[src/source/bus_defs_pkg.sv]
package bus_defs_pkg;

	localparam int BUS_ADDR_W = 32;
	localparam int BUS_DATA_W = 32;

	// one bit per byte lane
	typedef logic [BUS_DATA_W/8-1:0] bus_sel_t;

	typedef enum logic [1:0] {
		BUS_IDLE,
		BUS_BUSY,
		BUS_DONE
	} bus_state_e;

endpackage

[src/source/cpu_defs_pkg.sv]
package cpu_defs_pkg;

	localparam int REG_W = 32;
	localparam int REG_ADDR_W = 5;

	typedef enum logic [5:0] {
		OP_SPECIAL = 6'b000000,
		OP_ADDIU   = 6'b001001,
		OP_ORI     = 6'b001101,
		OP_LUI     = 6'b001111,
		OP_LB      = 6'b100000,
		OP_LW      = 6'b100011,
		OP_SB      = 6'b101000,
		OP_SW      = 6'b101011
	} opcode_e;

	typedef enum logic [5:0] {
		FN_ADDU = 6'b100001,
		FN_SUBU = 6'b100011,
		FN_AND  = 6'b100100,
		FN_OR   = 6'b100101,
		FN_XOR  = 6'b100110,
		FN_SLT  = 6'b101010
	} funct_e;

	typedef enum logic [2:0] {
		ALU_ADD,
		ALU_SUB,
		ALU_AND,
		ALU_OR,
		ALU_XOR,
		ALU_SLT,
		ALU_LUI
	} alu_op_e;

	// MEM_NONE must stay zero, a cleared payload is a bubble
	typedef enum logic [2:0] {
		MEM_NONE,
		MEM_LW,
		MEM_LB,
		MEM_SW,
		MEM_SB
	} mem_op_e;

	typedef struct packed {
		logic [REG_W-1:0] pc;
		logic [REG_W-1:0] inst;
	} if_id_t;

	typedef struct packed {
		alu_op_e                alu_op;
		mem_op_e                mem_op;
		logic [REG_W-1:0]       op1;
		logic [REG_W-1:0]       op2;
		logic [REG_W-1:0]       store_data;
		logic [REG_ADDR_W-1:0]  dest;
		logic                   wreg;
	} id_ex_t;

	typedef struct packed {
		logic [REG_W-1:0]       result;
		logic [REG_W-1:0]       store_data;
		mem_op_e                mem_op;
		logic [REG_ADDR_W-1:0]  dest;
		logic                   wreg;
	} ex_mem_t;

	typedef struct packed {
		logic [REG_W-1:0]       wdata;
		logic [REG_ADDR_W-1:0]  dest;
		logic                   wreg;
	} mem_wb_t;

endpackage
[src/source/data_bus_if.sv]
`timescale 1ns/1ps

interface data_bus_if;

	logic                                ce;
	logic                                we;
	logic [bus_defs_pkg::BUS_ADDR_W-1:0] addr;
	logic [bus_defs_pkg::BUS_DATA_W-1:0] wdata;
	bus_defs_pkg::bus_sel_t              sel;
	logic [bus_defs_pkg::BUS_DATA_W-1:0] rdata;
	// high for one cycle when rdata is valid
	logic                                done;

	modport stage (
		output ce, we, addr, wdata, sel,
		input  rdata, done
	);

	modport master (
		input  ce, we, addr, wdata, sel,
		output rdata, done
	);

endinterface

[src/source/openmips_lite.sv]
`timescale 1ns/1ps

module openmips_lite #(
	parameter logic [31:0] RESET_PC = 32'h0000_0000
) (
	input  logic                                clk,
	input  logic                                rst_n_i,
	input  logic [31:0]                         rom_data_i,
	output logic [31:0]                         rom_addr_o,
	output logic                                rom_ce_o,
	output logic [bus_defs_pkg::BUS_ADDR_W-1:0] wishbone_addr_o,
	output logic [bus_defs_pkg::BUS_DATA_W-1:0] wishbone_data_o,
	output logic                                wishbone_we_o,
	output bus_defs_pkg::bus_sel_t              wishbone_sel_o,
	output logic                                wishbone_stb_o,
	output logic                                wishbone_cyc_o,
	input  logic [bus_defs_pkg::BUS_DATA_W-1:0] wishbone_data_i,
	input  logic                                wishbone_ack_i
);

	logic [4:0]  stall;
	logic        stallreq_id;
	logic        stallreq_bus;
	logic        ex_is_load;
	logic [31:0] fetch_pc;

	cpu_defs_pkg::if_id_t  if_d;
	cpu_defs_pkg::if_id_t  if_q;
	cpu_defs_pkg::id_ex_t  id_d;
	cpu_defs_pkg::id_ex_t  id_q;
	cpu_defs_pkg::ex_mem_t ex_d;
	cpu_defs_pkg::ex_mem_t ex_q;
	cpu_defs_pkg::mem_wb_t mem_d;
	cpu_defs_pkg::mem_wb_t mem_q;

	data_bus_if data_bus0 ();

	ctrl #(.RESET_PC(RESET_PC)) ctrl0 (
		.clk(clk),
		.rst_n_i(rst_n_i),
		.stallreq_id_i(stallreq_id),
		.stallreq_bus_i(stallreq_bus),
		.stall_o(stall),
		.pc_o(fetch_pc),
		.rom_ce_o(rom_ce_o)
	);

	assign rom_addr_o = fetch_pc;
	// nothing fetched before the ROM is enabled
	assign if_d = '{pc: fetch_pc, inst: rom_ce_o ? rom_data_i : 32'h0};

	pipe_reg #(.payload_t(cpu_defs_pkg::if_id_t)) if_id0 (
		.clk(clk), .rst_n_i(rst_n_i), .stall_i(stall[2:1]), .d_i(if_d), .q_o(if_q)
	);

	id id0 (
		.clk(clk),
		.rst_n_i(rst_n_i),
		.if_id_i(if_q),
		.ex_fwd_i(ex_d),
		.ex_is_load_i(ex_is_load),
		.mem_fwd_i(mem_d),
		.wb_i(mem_q),
		.id_ex_o(id_d),
		.stallreq_o(stallreq_id)
	);

	pipe_reg #(.payload_t(cpu_defs_pkg::id_ex_t)) id_ex0 (
		.clk(clk), .rst_n_i(rst_n_i), .stall_i(stall[3:2]), .d_i(id_d), .q_o(id_q)
	);

	ex ex0 (
		.id_ex_i(id_q),
		.ex_mem_o(ex_d),
		.is_load_o(ex_is_load)
	);

	pipe_reg #(.payload_t(cpu_defs_pkg::ex_mem_t)) ex_mem0 (
		.clk(clk), .rst_n_i(rst_n_i), .stall_i(stall[4:3]), .d_i(ex_d), .q_o(ex_q)
	);

	mem mem0 (
		.ex_mem_i(ex_q),
		.bus(data_bus0.stage),
		.mem_wb_o(mem_d)
	);

	// WB never stalls
	pipe_reg #(.payload_t(cpu_defs_pkg::mem_wb_t)) mem_wb0 (
		.clk(clk), .rst_n_i(rst_n_i), .stall_i({1'b0, stall[4]}), .d_i(mem_d), .q_o(mem_q)
	);

	wishbone_bus wishbone_bus0 (
		.clk(clk),
		.rst_n_i(rst_n_i),
		.bus(data_bus0.master),
		.wishbone_addr_o(wishbone_addr_o),
		.wishbone_data_o(wishbone_data_o),
		.wishbone_we_o(wishbone_we_o),
		.wishbone_sel_o(wishbone_sel_o),
		.wishbone_stb_o(wishbone_stb_o),
		.wishbone_cyc_o(wishbone_cyc_o),
		.wishbone_data_i(wishbone_data_i),
		.wishbone_ack_i(wishbone_ack_i),
		.stallreq_o(stallreq_bus)
	);

endmodule

[src/source/wishbone_bus.sv]
`timescale 1ns/1ps

module wishbone_bus (
	input  logic                                clk,
	input  logic                                rst_n_i,
	data_bus_if.master                          bus,
	output logic [bus_defs_pkg::BUS_ADDR_W-1:0] wishbone_addr_o,
	output logic [bus_defs_pkg::BUS_DATA_W-1:0] wishbone_data_o,
	output logic                                wishbone_we_o,
	output bus_defs_pkg::bus_sel_t              wishbone_sel_o,
	output logic                                wishbone_stb_o,
	output logic                                wishbone_cyc_o,
	input  logic [bus_defs_pkg::BUS_DATA_W-1:0] wishbone_data_i,
	input  logic                                wishbone_ack_i,
	output logic                                stallreq_o
);

	bus_defs_pkg::bus_state_e            state;
	logic [bus_defs_pkg::BUS_DATA_W-1:0] rdata_q;

	always_ff @(posedge clk) begin
		if (!rst_n_i) begin
			state <= bus_defs_pkg::BUS_IDLE;
			wishbone_cyc_o <= 1'b0;
			wishbone_stb_o <= 1'b0;
			wishbone_we_o <= 1'b0;
		end else begin
			case (state)
				bus_defs_pkg::BUS_IDLE: begin
					if (bus.ce) begin
						state <= bus_defs_pkg::BUS_BUSY;
						wishbone_cyc_o <= 1'b1;
						wishbone_stb_o <= 1'b1;
						wishbone_we_o <= bus.we;
					end
				end
				bus_defs_pkg::BUS_BUSY: begin
					if (wishbone_ack_i) begin
						state <= bus_defs_pkg::BUS_DONE;
						wishbone_cyc_o <= 1'b0;
						wishbone_stb_o <= 1'b0;
						wishbone_we_o <= 1'b0;
					end
				end
				default: state <= bus_defs_pkg::BUS_IDLE;
			endcase
		end
	end

	// request fields and read data
	always_ff @(posedge clk) begin
		if (state == bus_defs_pkg::BUS_IDLE && bus.ce) begin
			wishbone_addr_o <= bus.addr;
			wishbone_data_o <= bus.wdata;
			wishbone_sel_o <= bus.sel;
		end
		if (state == bus_defs_pkg::BUS_BUSY && wishbone_ack_i)
			rdata_q <= wishbone_data_i;
	end

	assign bus.rdata = rdata_q;
	assign bus.done = state == bus_defs_pkg::BUS_DONE;
	// released in the done cycle so MEM moves on exactly once
	assign stallreq_o = (state == bus_defs_pkg::BUS_IDLE && bus.ce) ||
		state == bus_defs_pkg::BUS_BUSY;

endmodule

[src/source/mem.sv]
`timescale 1ns/1ps

module mem (
	input  cpu_defs_pkg::ex_mem_t ex_mem_i,
	data_bus_if.stage             bus,
	output cpu_defs_pkg::mem_wb_t mem_wb_o
);

	logic [1:0]                          lane;
	logic                                is_load;
	logic [bus_defs_pkg::BUS_DATA_W-1:0] shifted;
	logic [7:0]                          load_byte;

	assign lane = ex_mem_i.result[1:0];
	assign is_load = (ex_mem_i.mem_op == cpu_defs_pkg::MEM_LW) ||
		(ex_mem_i.mem_op == cpu_defs_pkg::MEM_LB);

	// little-endian lanes, byte 0 on bits 7:0
	always_comb begin
		bus.ce = ex_mem_i.mem_op != cpu_defs_pkg::MEM_NONE;
		bus.we = (ex_mem_i.mem_op == cpu_defs_pkg::MEM_SW) ||
			(ex_mem_i.mem_op == cpu_defs_pkg::MEM_SB);
		bus.addr = ex_mem_i.result;
		bus.sel = 4'b1111;
		bus.wdata = ex_mem_i.store_data;
		if (ex_mem_i.mem_op == cpu_defs_pkg::MEM_SB || ex_mem_i.mem_op == cpu_defs_pkg::MEM_LB)
			bus.sel = 4'b0001 << lane;
		if (ex_mem_i.mem_op == cpu_defs_pkg::MEM_SB)
			bus.wdata = {24'h000000, ex_mem_i.store_data[7:0]} << {lane, 3'b000};
	end

	assign shifted = bus.rdata >> {lane, 3'b000};
	assign load_byte = shifted[7:0];

	always_comb begin
		mem_wb_o.dest = ex_mem_i.dest;
		// a load writes back only once its data is in
		mem_wb_o.wreg = ex_mem_i.wreg && (!is_load || bus.done);
		if (ex_mem_i.mem_op == cpu_defs_pkg::MEM_LB)
			mem_wb_o.wdata = {{24{load_byte[7]}}, load_byte};
		else if (ex_mem_i.mem_op == cpu_defs_pkg::MEM_LW)
			mem_wb_o.wdata = bus.rdata;
		else
			mem_wb_o.wdata = ex_mem_i.result;
	end

endmodule

[src/source/ex.sv]
`timescale 1ns/1ps

module ex (
	input  cpu_defs_pkg::id_ex_t  id_ex_i,
	output cpu_defs_pkg::ex_mem_t ex_mem_o,
	output logic                  is_load_o
);

	logic [cpu_defs_pkg::REG_W-1:0] a;
	logic [cpu_defs_pkg::REG_W-1:0] b;
	logic [cpu_defs_pkg::REG_W-1:0] result;

	assign a = id_ex_i.op1;
	assign b = id_ex_i.op2;

	// loads and stores come in as add, result is the address
	always_comb begin
		case (id_ex_i.alu_op)
			cpu_defs_pkg::ALU_ADD: result = a + b;
			cpu_defs_pkg::ALU_SUB: result = a - b;
			cpu_defs_pkg::ALU_AND: result = a & b;
			cpu_defs_pkg::ALU_OR:  result = a | b;
			cpu_defs_pkg::ALU_XOR: result = a ^ b;
			cpu_defs_pkg::ALU_SLT: result = {31'b0, $signed(a) < $signed(b)};
			cpu_defs_pkg::ALU_LUI: result = {b[15:0], 16'h0000};
			default:               result = '0;
		endcase
	end

	always_comb begin
		ex_mem_o.result = result;
		ex_mem_o.store_data = id_ex_i.store_data;
		ex_mem_o.mem_op = id_ex_i.mem_op;
		ex_mem_o.dest = id_ex_i.dest;
		ex_mem_o.wreg = id_ex_i.wreg;
	end

	assign is_load_o = (id_ex_i.mem_op == cpu_defs_pkg::MEM_LW) ||
		(id_ex_i.mem_op == cpu_defs_pkg::MEM_LB);

endmodule

[src/source/id.sv]
`timescale 1ns/1ps

module id (
	input  logic                  clk,
	input  logic                  rst_n_i,
	input  cpu_defs_pkg::if_id_t  if_id_i,
	input  cpu_defs_pkg::ex_mem_t ex_fwd_i,
	input  logic                  ex_is_load_i,
	input  cpu_defs_pkg::mem_wb_t mem_fwd_i,
	input  cpu_defs_pkg::mem_wb_t wb_i,
	output cpu_defs_pkg::id_ex_t  id_ex_o,
	output logic                  stallreq_o
);

	logic [cpu_defs_pkg::REG_W-1:0] regs [0:31];

	cpu_defs_pkg::opcode_e               opcode;
	cpu_defs_pkg::funct_e                funct;
	logic [cpu_defs_pkg::REG_ADDR_W-1:0] rs;
	logic [cpu_defs_pkg::REG_ADDR_W-1:0] rt;
	logic [cpu_defs_pkg::REG_ADDR_W-1:0] rd;
	logic [cpu_defs_pkg::REG_W-1:0]      imm;
	logic [cpu_defs_pkg::REG_W-1:0]      rs_val;
	logic [cpu_defs_pkg::REG_W-1:0]      rt_val;
	logic                                re1;
	logic                                re2;
	logic                                use_imm;

	assign opcode = cpu_defs_pkg::opcode_e'(if_id_i.inst[31:26]);
	assign funct = cpu_defs_pkg::funct_e'(if_id_i.inst[5:0]);
	assign rs = if_id_i.inst[25:21];
	assign rt = if_id_i.inst[20:16];
	assign rd = if_id_i.inst[15:11];

	// r0 reads zero, newest producer wins
	function automatic logic [cpu_defs_pkg::REG_W-1:0] read_reg(
		input logic [cpu_defs_pkg::REG_ADDR_W-1:0] a
	);
		if (a == '0)
			return '0;
		else if (ex_fwd_i.wreg && ex_fwd_i.dest == a)
			return ex_fwd_i.result;
		else if (mem_fwd_i.wreg && mem_fwd_i.dest == a)
			return mem_fwd_i.wdata;
		else if (wb_i.wreg && wb_i.dest == a)
			return wb_i.wdata;
		else
			return regs[a];
	endfunction

	always_ff @(posedge clk) begin
		if (rst_n_i && wb_i.wreg && wb_i.dest != '0)
			regs[wb_i.dest] <= wb_i.wdata;
	end

	always_comb begin
		id_ex_o = '0;
		re1 = 1'b0;
		re2 = 1'b0;
		use_imm = 1'b1;
		imm = {{16{if_id_i.inst[15]}}, if_id_i.inst[15:0]};
		id_ex_o.dest = rt;
		case (opcode)
			cpu_defs_pkg::OP_SPECIAL: begin
				re1 = 1'b1;
				re2 = 1'b1;
				use_imm = 1'b0;
				id_ex_o.dest = rd;
				id_ex_o.wreg = 1'b1;
				case (funct)
					cpu_defs_pkg::FN_ADDU: id_ex_o.alu_op = cpu_defs_pkg::ALU_ADD;
					cpu_defs_pkg::FN_SUBU: id_ex_o.alu_op = cpu_defs_pkg::ALU_SUB;
					cpu_defs_pkg::FN_AND:  id_ex_o.alu_op = cpu_defs_pkg::ALU_AND;
					cpu_defs_pkg::FN_OR:   id_ex_o.alu_op = cpu_defs_pkg::ALU_OR;
					cpu_defs_pkg::FN_XOR:  id_ex_o.alu_op = cpu_defs_pkg::ALU_XOR;
					cpu_defs_pkg::FN_SLT:  id_ex_o.alu_op = cpu_defs_pkg::ALU_SLT;
					default:               id_ex_o.wreg = 1'b0;
				endcase
			end
			cpu_defs_pkg::OP_ORI: begin
				re1 = 1'b1;
				imm = {16'h0000, if_id_i.inst[15:0]};
				id_ex_o.alu_op = cpu_defs_pkg::ALU_OR;
				id_ex_o.wreg = 1'b1;
			end
			cpu_defs_pkg::OP_ADDIU: begin
				re1 = 1'b1;
				id_ex_o.alu_op = cpu_defs_pkg::ALU_ADD;
				id_ex_o.wreg = 1'b1;
			end
			cpu_defs_pkg::OP_LUI: begin
				imm = {16'h0000, if_id_i.inst[15:0]};
				id_ex_o.alu_op = cpu_defs_pkg::ALU_LUI;
				id_ex_o.wreg = 1'b1;
			end
			cpu_defs_pkg::OP_LW, cpu_defs_pkg::OP_LB: begin
				re1 = 1'b1;
				id_ex_o.alu_op = cpu_defs_pkg::ALU_ADD;
				id_ex_o.wreg = 1'b1;
				id_ex_o.mem_op = (opcode == cpu_defs_pkg::OP_LW) ?
					cpu_defs_pkg::MEM_LW : cpu_defs_pkg::MEM_LB;
			end
			cpu_defs_pkg::OP_SW, cpu_defs_pkg::OP_SB: begin
				re1 = 1'b1;
				re2 = 1'b1;
				id_ex_o.alu_op = cpu_defs_pkg::ALU_ADD;
				id_ex_o.mem_op = (opcode == cpu_defs_pkg::OP_SW) ?
					cpu_defs_pkg::MEM_SW : cpu_defs_pkg::MEM_SB;
			end
			default: begin
				id_ex_o.wreg = 1'b0;
			end
		endcase
		rs_val = read_reg(rs);
		rt_val = read_reg(rt);
		id_ex_o.op1 = rs_val;
		id_ex_o.op2 = use_imm ? imm : rt_val;
		id_ex_o.store_data = rt_val;
	end

	// load data is not ready until the load leaves MEM
	assign stallreq_o = ex_is_load_i && ex_fwd_i.wreg && ex_fwd_i.dest != '0 &&
		((re1 && ex_fwd_i.dest == rs) || (re2 && ex_fwd_i.dest == rt));

endmodule

[src/source/ctrl.sv]
`timescale 1ns/1ps

module ctrl #(
	parameter logic [31:0] RESET_PC = 32'h0000_0000
) (
	input  logic        clk,
	input  logic        rst_n_i,
	input  logic        stallreq_id_i,
	input  logic        stallreq_bus_i,
	output logic [4:0]  stall_o,
	output logic [31:0] pc_o,
	output logic        rom_ce_o
);

	// stall bits: pc, if, id, ex, mem from bit 0 up
	always_comb begin
		if (stallreq_bus_i)
			stall_o = 5'b11111;
		else if (stallreq_id_i)
			stall_o = 5'b00111;
		else
			stall_o = 5'b00000;
	end

	always_ff @(posedge clk) begin
		if (!rst_n_i) begin
			rom_ce_o <= 1'b0;
			pc_o <= RESET_PC;
		end else begin
			rom_ce_o <= 1'b1;
			if (rom_ce_o && !stall_o[0])
				pc_o <= pc_o + 32'd4;
		end
	end

endmodule

[src/source/pipe_reg.sv]
`timescale 1ns/1ps

module pipe_reg #(
	parameter type payload_t = logic [31:0]
) (
	input  logic       clk,
	input  logic       rst_n_i,
	// bit 0 own stage, bit 1 next stage
	input  logic [1:0] stall_i,
	input  payload_t   d_i,
	output payload_t   q_o
);

	always_ff @(posedge clk) begin
		if (!rst_n_i) begin
			q_o <= '0;
		end else if (stall_i[0] && !stall_i[1]) begin
			// next stage moves on without us
			q_o <= '0;
		end else if (!stall_i[0]) begin
			q_o <= d_i;
		end
	end

endmodule

[config.mk]
export PLATFORM = sky130hd
export DESIGN_NAME = openmips_lite
export DESIGN_NICKNAME = d
export VERILOG_FILES = /design/src/source/bus_defs_pkg.sv /design/src/source/cpu_defs_pkg.sv /design/src/source/data_bus_if.sv /design/src/source/openmips_lite.sv /design/src/source/wishbone_bus.sv /design/src/source/mem.sv /design/src/source/ex.sv /design/src/source/id.sv /design/src/source/ctrl.sv /design/src/source/pipe_reg.sv
export SDC_FILE = /design/constraint.sdc
export NUM_CORES = 2
export LEC_CHECK = 0
export BUFFER_PORTS_ARGS = -buffer_cell sky130_fd_sc_hd__buf_2
export CORE_MARGIN = 4
export CORE_UTILIZATION = 38
export CTS_BUF_LIST = sky130_fd_sc_hd__clkbuf_2 sky130_fd_sc_hd__clkbuf_4 sky130_fd_sc_hd__clkbuf_8
export DETAILED_ROUTE_END_ITERATION = 10
export PLACE_DENSITY = 0.62
export SLEW_MARGIN = 20
export SYNTH_ARGS = -nofsm -noshare
export SYNTH_HDL_FRONTEND = slang
export SYNTH_SLANG_ARGS = --single-unit
[constraint.sdc]
create_clock -name clk -period 21.5 [get_ports clk]
set_clock_uncertainty 0.2 [all_clocks]
set_input_delay 4.3 -clock clk [delete_from_list [all_inputs] [get_ports clk]]
set_output_delay 4.3 -clock clk [all_outputs]
set_load 0.02 [all_outputs]
==> qor.txt <==
relative slew slack - 21.69%
final core utilization - 42.77%
1st-iter DRT viols - 5,612
first-pass GRT wire length - 324.0 mm
Placeable Area - 182,900 µm²
WHS Path Cells - 2
outcome - complete, no violations
Cell Area, Synth - 69,800 µm²
leakage dissipation - 0.02517 µW
Cell Int Power - 4588 µW
Reg2Reg Capture Point - id_ex0.q_o[21]
Post-Route WL - 227.3 mm
# fillers - 16,337
Mapped Cells - 4,734
Psw - 1714 µW
Ports - 171
Netlist cell types - 86
Post-synth EDFFs - 1,124
Yosys top cell area share - 48.35%
CP required - 22,140 ps
RSZ-0062 raised after global routing - false
Async S/R FF share, synth - 0%
Finished Layout Cells - 7,540
cts repair resizes - 0
cell area power density - 80.58 nW/µm²
FF+latch count, synth - 1,420
Finish-stage setup viols - 0
sw frac - 27.20%
placed cells - 7,122
clock tree sinks - 1,420
Achievable Freq - 0.1385 GHz
Die Height - 436.6 µm
hold buffers post-CTS - 0
cell taking the most area after synthesis - edfxtp_1
FF-to-FF path depth - 12
Mapped Avg Cell Area - 14.75 µm²
Hold EP - ex_mem0.q_o[0]
worst-skew pair later-pin latency - 1010 ps
VDD IR-drop max - 0.00007307 V
top post-synthesis cells by area - edfxtp_1 (48%), mux4_2 (21%), dfxtp_1 (8.5%)
first-pass iteration count of the detailed router - 6
die area - 190,600 µm²
Clock Tree Root - clkbuf_8
startpoint types - primary input
die width - 436.6 µm
Initial Util - 38.17%
# nets final - 5,062
slack of the critical path - 14,280 ps
crit-path max FO - 42
vias per cell - 6.080
routed wire length per instance - 30.15 µm
Sequential Power Share - 49.4%
ANT nets after route - 0
drc violations - 0
Hold Violations, Final - 0
DP HPWL - 149.8 mm
vias in the first global route - 44,619
fin area - 78,210 µm²
Hold Crit Class - register to register
routability cong. - 0.9937
placed cell area - 73,430 µm²
share of layout cells above drive strength 1 - 28.14%
Reg clk slew, reported paths - 70 ps
Buffers on Ports - 168
MaxCap Viol Count - 0
Num CTS Buffers - 226
Clock Power Share - 38.4%
yosys warns - 0
worst-case clock buffer depth - 3
htree depth - 4
register area share after synthesis - 56.84%
Setup Buffers After CTS - 0
Std-Cell Rows - 157
largest net degree at the start of global routing - 108
TNS Setup - 0 ps
area growth from synthesis to layout - 12.05%
dpl ws - 13,510 ps
via count - 45,842
ys flop type - edfxtp_1
WS Path Type - primary input to register
Comb pwr share - 12.2%
hold path start - ex_mem0.q_o[0]
Final min period - 7220 ps
GRT Residual Overflow - 0
Slew Limit Fails - 0
CTS tree - yes
Worst setup EP type - register
initial antenna violation count - 12
global-route usage over all layers - 23.32%
Worst-Margin Slew - 1175 ps
Worst Path Arrival - 7860 ps
Final period util - 33.58%
reg-to-reg slack, setup - 15,320 ps
[critical path, stage by stage]
cell      delay, ps
buf_2            80
buf_4           470
nand2_1         600
nor2_1          520
o21a_1          980
nand2_1         550
o221ai_1        320
[sequential cells by signal, summed over array words and instances (netlist names), named ones only]
name                           flops
ex_mem0.q_o                       73
wishbone_bus0.state                2
ctrl0.pc_o                        30
id0.regs                        1024
wishbone_bus0.wishbone_addr_o     32
wishbone_bus0.wishbone_data_o     32
wishbone_bus0.wishbone_we_o        1
wishbone_bus0.wishbone_sel_o       4
ctrl0.rom_ce_o                     1
wishbone_bus0.bus.rdata           32
if_id0.q_o                        32
wishbone_bus0.wishbone_cyc_o       1
id_ex0.q_o                       108
mem_wb0.q_o                       38
[power groups by stage]
| stage | clock, µW | sequential [µW] | combinational (µW) |
|---|---|---|---|
| finish | 2420 | 3110 | 767 |
| global route | 2600 | 3110 | 805 |
| CTS | 2470 | 3110 | 749 |
| detailed placement | 0 | 3170 | 746 |
| global placement | 0 | 3170 | 744 |
| floorplan | 0 | 3120 | 484 |
[how the worst max path moves through the flow]
stage,startpoint,cells after the start,endpoint,slack (ps)
3_5_place_dp,rst_n_i,7,id_ex0.q_o[81],13510
2_1_floorplan,ex_mem0.q_o[7],11,id_ex0.q_o[72],13410
5_1_grt,rst_n_i,7,id_ex0.q_o[81],14210
3_3_place_gp,rst_n_i,7,id_ex0.q_o[86],13610
6_report,rst_n_i,7,id_ex0.q_o[81],14280
4_1_cts,rst_n_i,7,id_ex0.q_o[81],14500
[cells in the mapped netlist (46+ instances only)]
cell / number
o21ai_0: 189
nor3_1: 46
nand3_1: 88
o211ai_1: 59
ha_1: 107
dfxtp_1: 296
nor2_1: 265
inv_1: 112
mux2i_1: 132
nand2_1: 344
a21oi_1: 266
mux4_2: 643
clkbuf_1: 231
edfxtp_1: 1124
a211oi_1: 73
buf_2: 90
[stage by stage]
stage / power [µW] / hold slack [ps]
after floorplan: 3603 / 206.4
after global routing: 6522 / 275.3
final: 6302 / 257.8
after detailed placement: 3914 / 250.8
after global placement: 3910 / 245.9
after CTS: 6327 / 259.1
[logic make-up (layout without fill, tap and decap cells)]
kind of cell | after synthesis | after routing | synth area share, %
multiplexers | 779 | 779 | 22.70
flip-flops | 1420 | 1420 | 56.84
AO/OA/AOI/OAI | 879 | 879 | 8.129
XOR/XNOR | 66 | 66 | 0.8281
other | 1 | 39 | 0.005372
adder cells (fa/ha/maj) | 109 | 109 | 1.975
buffers and inverters | 515 | 819 | 3.148
AND/OR/NAND/NOR | 965 | 965 | 6.369
[layout make-up]
cell class	count	area, µm²	area share, %
diodes	5	12.51	0.01600
clock buffers	320	3929	5.023
clock inverters	93	823.3	1.053
inverters	114	430.4	0.5503
multi-input cells	2832	28380	36.28
flip-flops and latches	1420	39740	50.81
well taps	2464	3083	3.942
repair buffers	292	1822	2.329
[cell usage in the layout, fill, tap and decap left out, types with 25 or more instances in the layout]
cell type  count
o211ai_1      59
buf_2        168
clkinv_1      43
clkbuf_4      76
xnor2_1       40
nand2_1      344
mux4_2       643
nor2_1       230
dfxtp_1      265
inv_1        112
clkbuf_8     244
o21ai_0      189
clkinv_2      26
edfxtp_1    1124
a211oi_1      73
mux2i_1      132
nand3_1       86
buf_4        120
a21o_1        35
a21oi_1      266
nor2_4        34
and3_1        45
ha_1         107
nor2b_1       25
nor3_1        42
xor2_1        26
conb_1        34
[layer usage]
| metal | wire length [µm] | GRT usage [%] | vias up |
|---|---|---|---|
| met3 | 24090 | 5.859 | 460 |
| met5 | 0 | 0 | - |
| li1 | - | - | 19174 |
| met2 | 105400 | 36.56 | 2569 |
| met1 | 87740 | 31.35 | 23639 |
| met4 | 10120 | 8.987 | 0 |
(Power assumes the default switching activity.)
